[config.mk]
export PLATFORM = sky130hd
export DESIGN_NAME = wb_stage
export DESIGN_NICKNAME = d
export VERILOG_FILES = /design/src/logic/lar_pkg.sv /design/src/logic/credit_fifo.sv /design/src/logic/wb_stage.sv
export SDC_FILE = /design/constraint.sdc
export NUM_CORES = 1
export LEC_CHECK = 0
export ABC_CLOCK_PERIOD_IN_PS = 3400
export BUFFER_PORTS_ARGS = -buffer_cell sky130_fd_sc_hd__buf_2
export CAP_MARGIN = 20
export CORE_ASPECT_RATIO = 0.8
export CORE_MARGIN = 1
export CORE_UTILIZATION = 55
export DETAILED_ROUTE_END_ITERATION = 6
export PLACE_DENSITY = 0.82
export SLEW_MARGIN = 0
export SYNTH_ARGS = -nofsm -noshare
export SYNTH_HDL_FRONTEND = slang
export SYNTH_SLANG_ARGS = --single-unit
[constraint.sdc]
create_clock -name clk -period 3.4 [get_ports clk]
set_clock_uncertainty 0.05 [all_clocks]
set_input_delay 0.68 -clock clk [delete_from_list [all_inputs] [get_ports clk]]
set_output_delay 0.68 -clock clk [all_outputs]
set_load 0.005 [all_outputs]
[src/logic/lar_pkg.sv]
package lar_pkg;

	//////////////////////////////////////////////////////////////////////
	// default sizes
	//////////////////////////////////////////////////////////////////////

	localparam int NUM_LARS = 16;
	localparam int MEM_WORDS = 64;
	localparam int DATA_W = 64;
	localparam int LAR_IDX_W = $clog2(NUM_LARS);
	localparam int MEM_ADDR_W = $clog2(MEM_WORDS);

	//////////////////////////////////////////////////////////////////////
	// encodings
	//////////////////////////////////////////////////////////////////////

	typedef enum logic [1:0]
	{
		DATA_TYP_UNSGN_INT,
		DATA_TYP_SGN_INT,
		DATA_TYP_BFLOAT16
	} data_typ_e;

	typedef enum logic [1:0]
	{
		INT_SZ_8,
		INT_SZ_16,
		INT_SZ_32,
		INT_SZ_64
	} int_size_e;

	typedef enum logic [1:0]
	{
		GRP_ALU,
		GRP_LOAD,
		GRP_STORE,
		GRP_NONE
	} instr_group_e;

	typedef enum logic [1:0]
	{
		WR_TYP_ONLY_DATA,
		WR_TYP_LOAD,
		WR_TYP_STORE
	} write_typ_e;

	//////////////////////////////////////////////////////////////////////
	// payloads
	//////////////////////////////////////////////////////////////////////

	typedef struct packed
	{
		instr_group_e group;
		logic [LAR_IDX_W-1:0] ra_index;
		data_typ_e data_typ;              // loads and stores only
		int_size_e int_size;              // bfloat16 means 16
		logic [MEM_ADDR_W-1:0] ldst_addr;
		logic [DATA_W-1:0] computed_data;
	} exec_instr_t;

	typedef struct packed
	{
		write_typ_e write_typ;
		logic [LAR_IDX_W-1:0] index;
		data_typ_e data_typ;
		int_size_e int_size;
		logic [MEM_ADDR_W-1:0] ldst_addr;
		logic [DATA_W-1:0] non_ldst_data;
	} lar_wr_req_t;

	typedef struct packed
	{
		logic [DATA_W-1:0] data;
		logic [MEM_ADDR_W-1:0] addr;     // word address
		data_typ_e data_typ;
		int_size_e int_size;
	} lar_entry_t;

endpackage

[src/logic/credit_fifo.sv]
`timescale 1ns/10ps

module credit_fifo #(
	parameter type payload_t = logic [7:0],
	parameter int DEPTH = 2
) (
	input logic clk,
	input logic rst_n,
	input logic push,
	input payload_t push_data,
	input logic pop,
	output payload_t head,
	output logic not_empty,
	output logic credit_return,
	output logic empty
);

	localparam int PTR_W = (DEPTH > 1) ? $clog2(DEPTH) : 1;
	localparam int CNT_W = $clog2(DEPTH + 1);

	payload_t slots [DEPTH];
	logic [PTR_W-1:0] wr_ptr;
	logic [PTR_W-1:0] rd_ptr;
	logic [CNT_W-1:0] count;

	function automatic logic [PTR_W-1:0] next_ptr(input logic [PTR_W-1:0] ptr);
		if (ptr == PTR_W'(DEPTH - 1))
			return '0;
		return ptr + PTR_W'(1);
	endfunction

	assign empty = (count == '0);
	assign not_empty = !empty;
	assign head = slots[rd_ptr];
	assign credit_return = pop; // slot is free again in this cycle

	always_ff @(posedge clk or negedge rst_n)
	begin
		if (!rst_n)
		begin
			wr_ptr <= '0;
			rd_ptr <= '0;
			count <= '0;
		end
		else
		begin
			if (push)
				wr_ptr <= next_ptr(wr_ptr);
			if (pop)
				rd_ptr <= next_ptr(rd_ptr);
			case ({push, pop})
			2'b10: count <= count + CNT_W'(1);
			2'b01: count <= count - CNT_W'(1);
			default: ;
			endcase
		end
	end

	always_ff @(posedge clk)
	begin
		if (push)
			slots[wr_ptr] <= push_data; // sender never overruns its credits
	end

endmodule

[src/logic/wb_stage.sv]
`timescale 1ns/10ps

module wb_stage #(
	parameter int INSTR_CREDITS = 4,
	parameter int REQ_CREDITS = 2
) (
	input logic clk,
	input logic rst_n,
	input logic instr_valid,
	input lar_pkg::exec_instr_t instr,
	output logic instr_credit,
	output logic req_valid,
	output lar_pkg::lar_wr_req_t req,
	input logic req_credit,
	input logic wr_done,
	output logic idle
);

	localparam int CNT_W = $clog2(REQ_CREDITS + 1);

	typedef enum logic
	{
		ST_REGULAR,
		ST_WAIT_LAR
	} state_e;

	state_e state_q;
	state_e state_d;
	lar_pkg::exec_instr_t cur;
	logic q_not_empty;
	logic q_empty;
	logic pop;
	logic is_ldst;
	logic [CNT_W-1:0] req_cnt_q;

	credit_fifo #(
		.payload_t(lar_pkg::exec_instr_t),
		.DEPTH(INSTR_CREDITS)
	) u_instr_q (
		.clk(clk),
		.rst_n(rst_n),
		.push(instr_valid),
		.push_data(instr),
		.pop(pop),
		.head(cur),
		.not_empty(q_not_empty),
		.credit_return(instr_credit),
		.empty(q_empty)
	);

	//////////////////////////////////////////////////////////////////////
	// issue
	//////////////////////////////////////////////////////////////////////

	assign is_ldst = (cur.group == lar_pkg::GRP_LOAD) || (cur.group == lar_pkg::GRP_STORE);

	// a dropped instruction needs no LAR file credit
	assign pop = (state_q == ST_REGULAR) && q_not_empty
		&& ((req_cnt_q != '0) || (cur.group == lar_pkg::GRP_NONE));
	assign req_valid = pop && (cur.group != lar_pkg::GRP_NONE);

	always_comb
	begin
		req = '0;
		req.index = cur.ra_index;
		req.ldst_addr = cur.ldst_addr;
		req.non_ldst_data = cur.computed_data;
		case (cur.group)
		lar_pkg::GRP_LOAD:
		begin
			req.write_typ = lar_pkg::WR_TYP_LOAD;
			req.data_typ = cur.data_typ;
			req.int_size = cur.int_size;
		end
		lar_pkg::GRP_STORE:
		begin
			req.write_typ = lar_pkg::WR_TYP_STORE;
			req.data_typ = cur.data_typ;
			req.int_size = cur.int_size;
		end
		default: req.write_typ = lar_pkg::WR_TYP_ONLY_DATA;
		endcase
	end

	//////////////////////////////////////////////////////////////////////
	// control
	//////////////////////////////////////////////////////////////////////

	always_comb
	begin
		state_d = state_q;
		case (state_q)
		ST_REGULAR:
		begin
			if (req_valid && is_ldst)
				state_d = ST_WAIT_LAR;
		end
		ST_WAIT_LAR:
		begin
			// in-order completion: the last outstanding request is the load/store
			if (wr_done && (req_cnt_q == CNT_W'(REQ_CREDITS - 1)))
				state_d = ST_REGULAR;
		end
		endcase
	end

	always_ff @(posedge clk or negedge rst_n)
	begin
		if (!rst_n)
		begin
			state_q <= ST_REGULAR;
			req_cnt_q <= CNT_W'(REQ_CREDITS);
		end
		else
		begin
			state_q <= state_d;
			case ({req_valid, req_credit})
			2'b10: req_cnt_q <= req_cnt_q - CNT_W'(1);
			2'b01: req_cnt_q <= req_cnt_q + CNT_W'(1);
			default: ;
			endcase
		end
	end

	// full credits means the LAR file has drained
	assign idle = q_empty && (state_q == ST_REGULAR) && (req_cnt_q == CNT_W'(REQ_CREDITS));

endmodule

==> results of run 1 <==
-- cell usage in the layout (no fill, tap or decap), drive strengths merged --
cell type	synthesis	layout
bufinv	0	7
diode	0	4
mux2	2	2
buf	12	175
dfstp	1	1
clkinv	0	12
ha	13	13
nand2	5	5
and3b	1	1
edfxtp	320	320
nor2b	5	5
xnor2	2	2
fa	1	1
nor3	2	2
inv	11	12
clkbuf	6	35
or3	1	1
xor2	3	3
o21ai	5	5
dfrtp	9	9
dlygate4sd3	0	1
mux4	80	80
and2	4	4
or4	1	1
clkinvlp	0	2
nor2	2	2
-- per-stage QoR --
step	hold slack, ns	cell area (sq um)
after floorplan	0.3344	12230
after global placement	0.4120	13440
after detailed placement	0.4323	13440
after CTS	0.2801	14580
after global routing	0.2900	14590
final	0.3026	14590
-- flip-flops by register name, summed over array words and instances (netlist names) --
name / flops
u_instr_q.slots: 320
u_instr_q.count: 3
req_cnt_q: 2
u_instr_q.rd_ptr: 2
u_instr_q.wr_ptr: 2
state_q: 1
-- logic make-up (layout without fill, tap and decap cells) --
kind of cell	count (synthesis)	after routing	share of synthesized area
compound gates	5	5	0.002046
xor+xnor	5	5	0.003582
fa+ha+maj	14	14	0.01494
buf+inv	29	244	0.01433
flops	330	330	0.8065
mux	82	82	0.1492
other cells	0	4	0
simple gates	21	21	0.009415
-- routing by layer --
metal	global-route usage	wire [um]	share of wire	vias to the layer above
li1	-	-	-	2442
met1	0.2662	9364	0.43	2944
met2	0.3163	10680	0.49	177
met3	0.05814	1561	0.071	30
met4	0.04141	281	0.013	6
met5	0	35	0.0016	-
-- worst paths after layout --
check	slack (ns)	startpoint	end	depth (start not counted)
max	0.18	u_instr_q.rd_ptr[0]$_DFFE_PN0N_	req_valid	5
min	0.30	instr[36]	u_instr_q.slots[3][36]$_DFFE_PP_	1
max reg2reg	0.40	u_instr_q.rd_ptr[0]$_DFFE_PN0N_	u_instr_q.count[2]$_DFFE_PN0P_	10
min reg2reg	0.44	u_instr_q.count[2]$_DFFE_PN0P_	u_instr_q.count[2]$_DFFE_PN0P_	1
max in group asynchronous	2.56	rst_n	req_cnt_q[1]$_DFFE_PN1P_	2
min in group asynchronous	0.48	rst_n	req_cnt_q[0]$_DFFE_PN0P_	2
-- power by group --
group          internal, W  switching (W)
Clock              0.00228        0.00142
Combinational      0.00168        0.00176
Sequential         0.00524       0.000188
-- cell type report --
type                            count  area, sq um
Sequential cell                   330         9868
Antenna cell                        4        10.01
Timing Repair Buffer              176        968.4
Clock buffer                       35        830.8
Inverter                           11        41.29
Clock inverter                     22        295.3
Fill cell                        1351         7091
Tap cell                          300        375.4
Multi-Input combinational cell    127         2201
-- what timing repair did --
action	4_1_cts	5_1_grt
gates resized for setup	0	0
endpoints found under the hold margin	9	0
hold buffers	1	0
endpoints found under the setup margin	0	0
-- worst max-delay path, delay by kind of cell (launching register included) --
| family | cells | cell delay [ns] |
|---|---|---|
| flip-flops | 1 | 0.47 |
| AND/OR/NAND/NOR | 1 | 0.53 |
| buffers and inverters | 2 | 0.18 |
| adder cells (fa/ha/maj) | 1 | 0.23 |
| multiplexers | 1 | 0.55 |
==> run summary, run 1 <==
The cell total after placement came out at 943. Yosys mapped a number of flops with a built-in enable equal to 320. At the end of routability-driven placement, the weighted congestion stood at 0.7522. Setup repair after global routing left no endpoint under its margin. The final layout contains 776 nets. Maximum vdd drop: 0.0005433 V.

The DRC violations left was 0; the final-report hold violation count was 0. The run gives 0.53 ns as the clock latency of the later-clocked register in the worst-skew pair. After detailed routing, the average wire length per cell comes to 21.82 um. The tools report the headroom to the max-slew limit as 0.4081. The tools report the maximum operating frequency as 310.2 MHz. TritonCTS built the clock tree. The number of antenna violations at the first check in global routing was 7. From synthesis to final layout, the design area changed by 19.33%. The number of vias per cell came out at 5.571. The cell accounting for the most synthesized area was sky130_fd_sc_hd__edfxtp_1. In this run the cell area of the synthesized design comes to 12230 sq um. Number of global-route vias before repair: 5823. The portion of the clock cycle consumed by the worst path in the final layout is 0.9483. Die area: 22830 sq um. The width of the die is 168.7 um. The worst stage delay on the critical path came out at 0.55 ns. Clock-pin slew was measured on the worst setup and hold paths at 0.07 ns. The fraction of the core area covered by cells at the end of the flow was 0.6730; the post-route minimum period was 3.224 ns. Among all cell types in the netlist, the one instantiated most often is sky130_fd_sc_hd__edfxtp_1. Entering global routing, the biggest net connects 59 pins. For the aggregate global-route resource usage, the log shows 0.1950.

The final non-filler cell total is 1005, and the power consumption is 0.01257 W. The first global-routing pass estimated 33010 um of wire. The fraction of registers with async set/reset was 0.03030.

The synthesis-stage register bit count is 330, and the number of instances in the synthesized netlist is 486. The post-detailed-route count of antenna-violating nets was 0; the number of vias after detailed routing was 5599. The min-delay analysis places its worst path in the category input pin to register. Data on the critical path is required at its endpoint by 2.67 ns.

From bottom edge to top edge, the die measures 135.4 um. The number of distinct standard cells referenced by the synthesized netlist is 24, and the worst setup slack after layout is 0.1759 ns. The share of the yosys chip area belonging to registers was 0.8065; the synthesized netlist net count was 585. For the number of cell rows, the log shows 48.

The first-iteration detailed-routing DRC count came out at 401. The setup TNS is 0 ns. The root buffer cell chosen for the clock tree is sky130_fd_sc_hd__clkbuf_16. The total grt overflow is 0, and the layout cell share with drive strength beyond 1 is 0.4508. The power density relative to cell area is 861.4 nW/um^2, and the area of the core is 21680 sq um. Before antenna repair, the detailed router went through 4 iterations. Data arrives at the worst endpoint at 2.49 ns.

The tree built by TritonCTS fans out to 330 sinks. The leakage power was 5.085 nW. In this run, CTS created clock tree buffers numbering 31. The top-area cell type share of the netlist area came out at 0.7859. Sorting the synthesized cells by area gives the leading types as sky130_fd_sc_hd__edfxtp_1 (79%), sky130_fd_sc_hd__mux4_2 (15%), sky130_fd_sc_hd__dfrtp_1 (1.8%). The maximum level of the CTS H-tree is 1, and the number of setup buffers added after CTS is 0. Of all nets on the critical path, the largest fanout is 4.

Detailed placement finished with a half-perimeter wire length of 13070 um. The run gives 0.5639 as the starting density of the core. The commonest cells after synthesis are sky130_fd_sc_hd__edfxtp_1 (320), sky130_fd_sc_hd__mux4_2 (80), sky130_fd_sc_hd__ha_1 (13).

At the pin with the least slew margin, the transition time is 0.8878 ns. Buffers placed on the I/O ports in this run total 167. For this design the top-level I/O count stands at 168. The number of max-cap violations was 0. Wires add up to 21930 um. Setup violations remaining at the end of the flow were counted as 0.

Walking the worst path, the cells encountered are mux4_2 -> ha_1 -> or4_1 -> inv_1 -> buf_2. STA classifies the critical path startpoint as a register. During synthesis, Yosys emitted a total of 0 warnings. The worst setup path is captured at an output pin. Leading register cell type out of synthesis: sky130_fd_sc_hd__edfxtp_1. The slowest stage of the critical path is the sky130_fd_sc_hd__mux4_2 cell. Critical path class: register to output pin. Maximum count of clock buffers along a single path: 3.

OpenSTA, run right after detailed placement, puts the worst setup slack at 0.4668 ns. A synthesized cell averages 25.16 sq um. The run finished with clean final reports. The number of max-slew violations in the final report is 0.
Power figures use the tool's default switching activity.
==> inputs of run 2 (changes only) <==
ABC_CLOCK_PERIOD_IN_PS = 3850   (was 3400)
CTS_BUF_LIST = sky130_fd_sc_hd__clkbuf_8   (was default)
SYNTH_HIERARCHICAL = 1   (was default)
clock period = 3.85 ns   (was 3.4 ns; I/O delays follow)
==> run 2 against run 1 <==
The run now ends with DRC left; critical path depth did not move; final cell count is 3.3% higher; register-to-register slack better by 0.84 ns; sequential power shrank 11%; synthesized area rose by 0.84%; sequential cell count unchanged; total power is 17% lower; highest routed layer unchanged.
==> run summary, run 2 <==
The flow ran to the end, but the final reports show violations. The checks that failed: DRC. The number of instances in the synthesized netlist is 487 (+0.21%), and the number of flip-flops in the largest register is 320 (unchanged). The switching component of the power is 0.002940 W (-13%), and the synthesized netlist net count is 586 (+0.17%).

The number of vias per cell is 5.450 (-2.2%), and the data arrival time of the critical path is 2.55 ns (+0.06 ns). The final routed wire length divided by cell count is 20.85 um (-4.4%), and the sum of routed wire length over all layers is 21640 um (-1.3%). For the number of buffers created by CTS, the log shows 49 (+58%).

The largest registers in the layout are u_instr_q/slots (320), u_instr_q/count (3). For the number of global-route vias before repair, the log shows 6039 (+3.7%). The layout cell share with drive strength beyond 1 works out to 0.4458 (-0.004985). The cell area after technology mapping was 12330 sq um (+0.84%); the number of antenna diodes was 0 (-4). The clock latency of the later-clocked register in the worst-skew pair is 0.54 ns (about the same). The startpoint identified for the worst hold timing path is instr[44].

The aggregate global-route resource usage is 0.1958 (+0.0007779), and the area of the core is 21800 sq um (+0.55%). The logs give 0.4818 ns (+0.3059 ns) for the worst setup slack after layout and 9868 sq um (unchanged) for the flip-flop and latch area. The library cells used most frequently in the layout, excluding fill and tap cells, are sky130_fd_sc_hd__edfxtp_1 (320), sky130_fd_sc_hd__buf_2 (167), sky130_fd_sc_hd__mux4_2 (80). The number of sinks on the clock net is 330 (unchanged), and the number of input and output port buffers inserted is 167 (unchanged). The largest net degree at the start of global routing is 79 (+34%). For this run, the leading register cell type out of synthesis is sky130_fd_sc_hd__edfxtp_1.

For the global-route wire length before repair, the log shows 33150 um (+0.42%). The run gives 0 (unchanged) as the final-report hold violation count. The worst setup slack after placement is 0.9531 ns (+0.4863 ns), and the global placer's final weighted congestion is 0.7453 (-0.92%).

The quantity of hold-fixing buffers added after cts came out at 1 (unchanged). The total setup violations reported at the end of the flow was 0 (unchanged). The DRC violations left was 2 (+2); the area overhead of the layout relative to synthesis was 16.62%. The total grt overflow is 0 (unchanged), and the number of vias after detailed routing is 5657 (+1.0%). The fraction of the core area covered by cells at the end of the flow is 0.6596 (-0.01341), and the internal power is 0.007490 W (-19%). The tools report the synthesis warning total as 6 (+6). The kind of cell with the highest combined delay along the critical path is multiplexers. The number of antenna violations at the first check in global routing was 2 (-5).

For the amount of wire on met3 after detailed routing, the log shows 1776 um (+14%). By area the synthesized netlist is led by sky130_fd_sc_hd__edfxtp_1 (78%), sky130_fd_sc_hd__mux4_2 (15%), sky130_fd_sc_hd__dfrtp_1 (1.8%). The switching share of total power is 0.2819 (+0.01388), and the power density relative to cell area is 725.4 nW/um^2 (-16%). TritonCTS built the clock tree.

In this run the critical register-to-register path is launched from u_instr_q/rd_ptr[0]$_DFFE_PN0P_. The clock-pin transition on the worst setup and hold timing paths is 0.06 ns (about the same). The net total in the final layout came out at 798 (+2.8%). The count of TritonRoute iterations in the first routing pass came out at 7 (+3).

Setup repair after global routing left no endpoint under its margin. The synthesis-stage register bit count was 330 (unchanged); the detailed-route wire length on metal 1 was 9138 um (-2.4%). For the first-iteration detailed-routing DRC count, the log shows 463 (+15%). The share of the yosys chip area belonging to registers is 0.7998 (-0.006711), and the fraction of registers with async set/reset is 0.03030 (unchanged).

Leakage power: 5.074 nW (-0.21%). The number of enable-type register cells in the synthesized netlist was 320 (unchanged). The cell with the most instances after synthesis is sky130_fd_sc_hd__edfxtp_1. The tools report the cell at the root of the clock tree as sky130_fd_sc_hd__clkbuf_8.

The largest total area in the synthesized netlist belongs to sky130_fd_sc_hd__edfxtp_1. Combined buffer and inverter count along the critical path: 2 (unchanged). The number of setup buffers added after CTS is 0 (unchanged), and the setup TNS is 0 ns (unchanged).

The critical path is of the register to output pin type. Most common library cell in the layout ignoring fill and taps: sky130_fd_sc_hd__edfxtp_1. Maximum operating frequency: 296.9 MHz. The run gives 28 (+17%) as the number of distinct standard cells referenced by the synthesized netlist.

The worst stage delay on the critical path came out at 0.55 ns (about the same). Traced cell by cell, the critical path runs through mux4_2 -> ha_1 -> or4b_4 -> inv_1 -> buf_2. The tools report the detailed-routed wire length on met2 as 10420 um (-2.5%).

Ranked by instance count, the synthesized netlist is headed by sky130_fd_sc_hd__edfxtp_1 (320), sky130_fd_sc_hd__mux4_2 (80), sky130_fd_sc_hd__ha_1 (13), sky130_fd_sc_hd__inv_1 (13). The tools report the post-cts sizing count as 0 (unchanged). The logs give 0.460 (+0.028) for the part of the total power dissipated in sequential elements and 23020 sq um (+0.83%) for the die area.

Highest fanout seen on the critical path: 6 (+2). The number of primary I/O pins came out at 168 (unchanged). The average footprint of a synthesized cell works out to 25.32 sq um (+0.63%). Filler cell count: 1398 (+3.5%). Top-area cell type share of the netlist area: 0.7794 (-0.006540). For this design, the slowest cell found on the critical path is sky130_fd_sc_hd__mux4_2. The number of max-slew violations in the final report is 0 (unchanged). Portion of the clock cycle consumed by the worst path in the final layout: 0.8749. The worst hold path class was input pin to register.

The number of cell rows came out at 48 (unchanged). The starting density of the core came out at 0.5655 (+0.001599). The worst hold slack across all endpoints is 0.3823 ns (+0.07973 ns), and the die boundary height is 135.9 um (+0.41%). For the finished layout, the period the worst path requires is 3.368 ns. STA classifies the critical path startpoint as a register.

Headroom to the max-slew limit: 0.4941 (+0.08601). The maximum vdd drop is 0.0004441 V (-18%), and the measured slew at the worst slew-check pin is 0.7588 ns (-0.1290 ns). The top metal layer carrying routed signals was met5. The width of the die came out at 169.4 um (+0.41%). The proportion of power drawn by combinational gates is 0.290 (+0.016), and the worst endpoint required time is 3.03 ns (+0.36 ns). The post-detailed-route count of antenna-violating nets was 0 (unchanged). u_instr_q/slots holds more flip-flops than any other register. The worst setup path startpoint is u_instr_q/rd_ptr[0]$_DFFE_PN0P_. The logs give 0 (unchanged) for the number of max-cap violations and 13080 um (+0.12%) for the detailed-placement wirelength estimate.

The tools report the clock group share of total power as 0.250 (-0.045). Maximum level of the CTS H-tree: 2 (+1). The multi-input logic area came out at 2211 sq um (+0.45%). The maximum count of clock buffers along a single path came out at 3 (unchanged). The endpoint class of the critical path is an output pin.
## run 2: metal layers
metal  vias up  global-route usage
li1       2488                   -
met1      2893              0.2653
met2       242              0.3150
met3        32             0.05444
met4         2             0.05806
met5         -                   0
## run 2: cell type report
cell class / instances / share of cell area
Sequential cell: 330 / 0.6863
Clock buffer: 51 / 0.04882
Tap cell: 300 / 0.02611
Inverter: 13 / 0.003394
Clock inverter: 39 / 0.01479
Timing Repair Buffer: 180 / 0.06683
Multi-Input combinational cell: 125 / 0.1538
## run 2: worst paths after layout
| check | slack, ns | to | cells after the start |
|---|---|---|---|
| min reg2reg | 0.42 | u_instr_q/count[2]$_DFFE_PN0P_ | 1 |
| max in group asynchronous | 2.92 | req_cnt_q[1]$_DFFE_PN1P_ | 2 |
| min in group asynchronous | 0.57 | req_cnt_q[0]$_DFFE_PN0P_ | 2 |
| max reg2reg | 1.24 | u_instr_q/count[2]$_DFFE_PN0P_ | 10 |
| min | 0.38 | u_instr_q/slots[0][44]$_DFFE_PP_ | 1 |
| max | 0.48 | req_valid | 5 |
## run 2: metrics by stage
stage / total power, W / instances / instance area (sq um)
global placement: 0.007841 / 946 / 13430
finish: 0.01043 / 1038 / 14380
detailed placement: 0.007949 / 946 / 13430
global route: 0.01098 / 1038 / 14380
CTS: 0.01058 / 1037 / 14360
floorplan: 0.006947 / 487 / 12330
## run 2: logic make-up after synthesis
logic type,Yosys count,synth area share
flip-flops,330,0.7998
XOR/XNOR,5,0.003553
multiplexers,83,0.1488
AO/OA/AOI/OAI,5,0.002333
adder cells (fa/ha/maj),14,0.01482
AND/OR/NAND/NOR,18,0.009031
buffers and inverters,32,0.02172
## run 2: power groups by stage
stage / Clock [W] / Combinational, W / Sequential (W)
global placement: 0 / 0.00301 / 0.00483
finish: 0.00261 / 0.00302 / 0.00480
floorplan: 0 / 0.00212 / 0.00483
CTS: 0.00268 / 0.00309 / 0.00481
global route: 0.00283 / 0.00330 / 0.00485
detailed placement: 0 / 0.00307 / 0.00488
==> inputs of run 3 (changes only) <==
RECOVER_POWER = 100   (was default)
==> run 3 against run 2 <==
The run ends with capacitance limit, slew limit left; non-clock buffer count is the same; sequential share of layout area increased by 0.94 points; fmax decreased by 3.7%; clock power about the same; wire length decreased by 0.19%; utilization decreased by 0.91 points; worst hold slack better by 0.032 ns; first-iteration DRC count decreased by 6.7%; global-route usage unchanged; critical path type unchanged; highest routed layer unchanged.
==> run summary, run 3 (synthesis gave the netlist of run 2 again) <==
For the total setup violations reported at the end of the flow, the log shows 0 (unchanged). The run gives 0.0004424 V (-0.38%) as the maximum vdd drop. The aggregate global-route resource usage was 0.1958 (unchanged). The number of flip-flops in the largest register was 320 (unchanged).

The sum of routed wire length over all layers was 21600 um (-0.19%). The cell total after placement is 946 (unchanged). The tools report the setup TNS as 0 ns (unchanged). The final non-filler cell total was 1038 (unchanged). The tools report the global-route wire length before repair as 33150 um (unchanged).

Critical path class: register to output pin. Maximum level of the CTS H-tree: 2 (unchanged). The die area is 23020 sq um (unchanged), and the leakage power is 4.674 nW (-7.9%). Largest net degree at the start of global routing: 79 (unchanged). The post-route standard cell area excluding fillers is 14180 sq um (-1.4%), and the width of the die is 169.4 um (unchanged). STA classifies the critical path startpoint as a register. The run finished, with violations left. The layout cell share with drive strength beyond 1 is 0.2547 (-0.1911), and the number of primary I/O pins is 168 (unchanged). Amount of wire on met3 after detailed routing: 1848 um (+4.1%).

The run gives 0 (unchanged) as the final-report hold violation count. The detailed-routed wire length on met2 is 10380 um (-0.34%), and the data arrival time of the critical path is 2.68 ns (+0.13 ns). The headroom to the max-slew limit was -0.6454 (-1.140).

Post-route minimum period: 3.499 ns (+0.1303 ns). The top metal layer carrying routed signals was met5. Filler cell count: 1484 (+6.2%).

The power density relative to cell area works out to 727.9 nW/um^2 (+0.34%). The quantity of hold-fixing buffers added after cts is 1 (unchanged). Setup repair after global routing left no endpoint under its margin. The DRC violations left came out at 0 (-2). In this run the worst setup path begins at u_instr_q/rd_ptr[0]$_DFFE_PN0P_. The tree is rooted in a sky130_fd_sc_hd__clkbuf_8.

The tools report the launch point of the worst hold path as u_instr_q/count[2]$_DFFE_PN0P_. The final routed wire length divided by cell count came out at 20.81 um (-0.19%). The library cell used most frequently in the layout, excluding fill and tap cells, is sky130_fd_sc_hd__edfxtp_1. Placed instance area: 13430 sq um (unchanged). Number of vias after detailed routing: 5642 (-0.27%). Starting density of the core: 0.5655 (unchanged). The measured slew at the worst slew-check pin was 2.468 ns (+1.709 ns); the number of max-cap violations was 1 (+1). The first-iteration detailed-routing DRC count came out at 432 (-6.7%).

Broken down by cell family, the worst path's largest delay share belongs to multiplexers. The run gives 48 (unchanged) as the number of cell rows. The die boundary height is 135.9 um (unchanged), and the maximum count of clock buffers along a single path is 3 (unchanged). The run gives 48 (+48) as the number of max-slew violations in the final report.

The number of sinks on the clock net came out at 330 (unchanged). The final reports fail on capacitance limit, slew limit. Net total in the final layout: 798 (unchanged).

The run gives 285.8 MHz (-3.7%) as the maximum operating frequency. Traced cell by cell, the critical path runs through mux4_2 -> ha_1 -> or4b_4 -> inv_1 -> buf_2. The tools report the global placer's final weighted congestion as 0.7453 (unchanged).

The logs give 0.6504 (-0.009125) for the fraction of the core area covered by cells at the end of the flow and 6039 (unchanged) for the number of global-route vias before repair. The endpoint class of the critical path was an output pin. The worst setup slack for register-to-register paths is 0.52 ns (-0.72 ns). The clock latency of the later-clocked register in the worst-skew pair came out at 0.55 ns (about the same). The power consumption is 0.01032 W (-1.0%), and the combined buffer and inverter count along the critical path is 2 (unchanged).

The number of vias per cell is 5.435 (-0.27%). The tightest min-delay check is of the register to register type. For the area of the core, the log shows 21800 sq um (unchanged).

The run gives 0 (unchanged) as the total grt overflow. The tools report the number of antenna violations at the first check in global routing as 2 (unchanged). The post-detailed-route count of antenna-violating nets was 0 (unchanged); the worst stage delay on the critical path was 0.60 ns (+0.05 ns). The largest registers in the layout are u_instr_q/slots (320), u_instr_q/count (3). The number of input and output port buffers inserted works out to 167 (unchanged). The number of setup buffers added after CTS was 0 (unchanged). Standard cell with the maximum stage delay on the critical path: sky130_fd_sc_hd__mux4_2.

The number of buffers created by CTS was 49 (unchanged). TritonCTS built the clock tree. The post-cts sizing count was 0 (unchanged); the count of TritonRoute iterations in the first routing pass was 4 (-3). The tools report the number of antenna diodes as 0 (unchanged). The portion of the clock cycle consumed by the worst path in the final layout is 0.9087 (+0.03385).

The run gives 3.03 ns (about the same) as the worst endpoint required time. The highest fanout seen on the critical path is 6 (unchanged), and the clock-pin transition on the worst setup and hold timing paths is 0.06 ns (about the same). In this run the critical register-to-register path is launched from u_instr_q/wr_ptr[0]$_DFFE_PN0P_. The area overhead of the layout relative to synthesis is 15.01%.

For the detailed-placement wirelength estimate, the log shows 13080 um (unchanged). The most flop-heavy register was u_instr_q/slots. The run gives 9065 um (-0.80%) as the detailed-route wire length on metal 1.

Leaving out fill and tap cells, the most frequent cells in the layout are sky130_fd_sc_hd__edfxtp_1 (320), sky130_fd_sc_hd__clkbuf_1 (139), sky130_fd_sc_hd__mux4_2 (80).
run 3: changes by cell type in the layout (fill, tap and decap cells not counted):
| cell | previous run | this run |
|---|---|---|
| sky130_fd_sc_hd__and2_1 | 0 | 1 |
| sky130_fd_sc_hd__o21ai_0 | 2 | 3 |
| sky130_fd_sc_hd__dfrtp_1 | 7 | 8 |
| sky130_fd_sc_hd__and2_4 | 4 | 2 |
| sky130_fd_sc_hd__buf_2 | 167 | 34 |
| sky130_fd_sc_hd__o21ai_1 | 1 | 0 |
| sky130_fd_sc_hd__buf_4 | 10 | 3 |
| sky130_fd_sc_hd__and2_2 | 0 | 1 |
| sky130_fd_sc_hd__clkbuf_2 | 0 | 1 |
| sky130_fd_sc_hd__dfrtp_4 | 2 | 1 |
| sky130_fd_sc_hd__clkbuf_1 | 0 | 139 |
run 3: per-stage QoR:
stage / hold slack [ns] / setup slack [ns]
finish: 0.4146 / 0.3514
global route: 0.4069 / 0.2183
CTS: 0.3474 / 0.3506
detailed placement: 0.4063 / 0.9531
global placement: 0.3983 / 0.9870
floorplan: 0.3836 / 0.7200
run 3: metal layers:
layer,vias up,global-route usage
li1,2487,-
met1,2897,0.2653
met2,222,0.3150
met3,32,0.05444
met4,4,0.05806
met5,-,0
run 3: worst paths after layout:
check / cells past startpoint / endpoint
worst max-delay path: 5 / req_valid
worst min-delay path: 1 / u_instr_q/count[2]$_DFFE_PN0P_
worst max register to register: 3 / u_instr_q/slots[3][52]$_DFFE_PP_
worst min register to register: 1 / u_instr_q/count[2]$_DFFE_PN0P_
max in group asynchronous: 2 / u_instr_q/rd_ptr[1]$_DFFE_PN0P_
min in group asynchronous: 2 / req_cnt_q[0]$_DFFE_PN0P_
run 3: worst register-to-register path: cells and delay by family, from the launching register on:
kind / cells / cell delay [ns]
adders and majority gates: 1 / 0.18
DFF: 1 / 0.42
and+or+nand+nor: 1 / 1.80
buffers and inverters: 1 / 0.56
run 3: layout make-up:
type / count / area (sq um) / share of cell area
tap: 300 / 375.4 / 0.02647
multi-input combinational: 125 / 2207 / 0.1557
clock inverter: 39 / 212.7 / 0.01500
sequential: 330 / 9864 / 0.6957
timing repair buffer: 180 / 769.5 / 0.05427
clock buffer: 51 / 701.9 / 0.04950
inverter: 13 / 48.80 / 0.003441
run 3: power breakdown:
part / switching [W] / internal [W] / total, W
Sequential: 0.000172 / 0.00464 / 0.00481
Clock: 0.00124 / 0.00136 / 0.00260
Combinational: 0.00153 / 0.00137 / 0.00291
Total: 0.00294 / 0.00738 / 0.0103
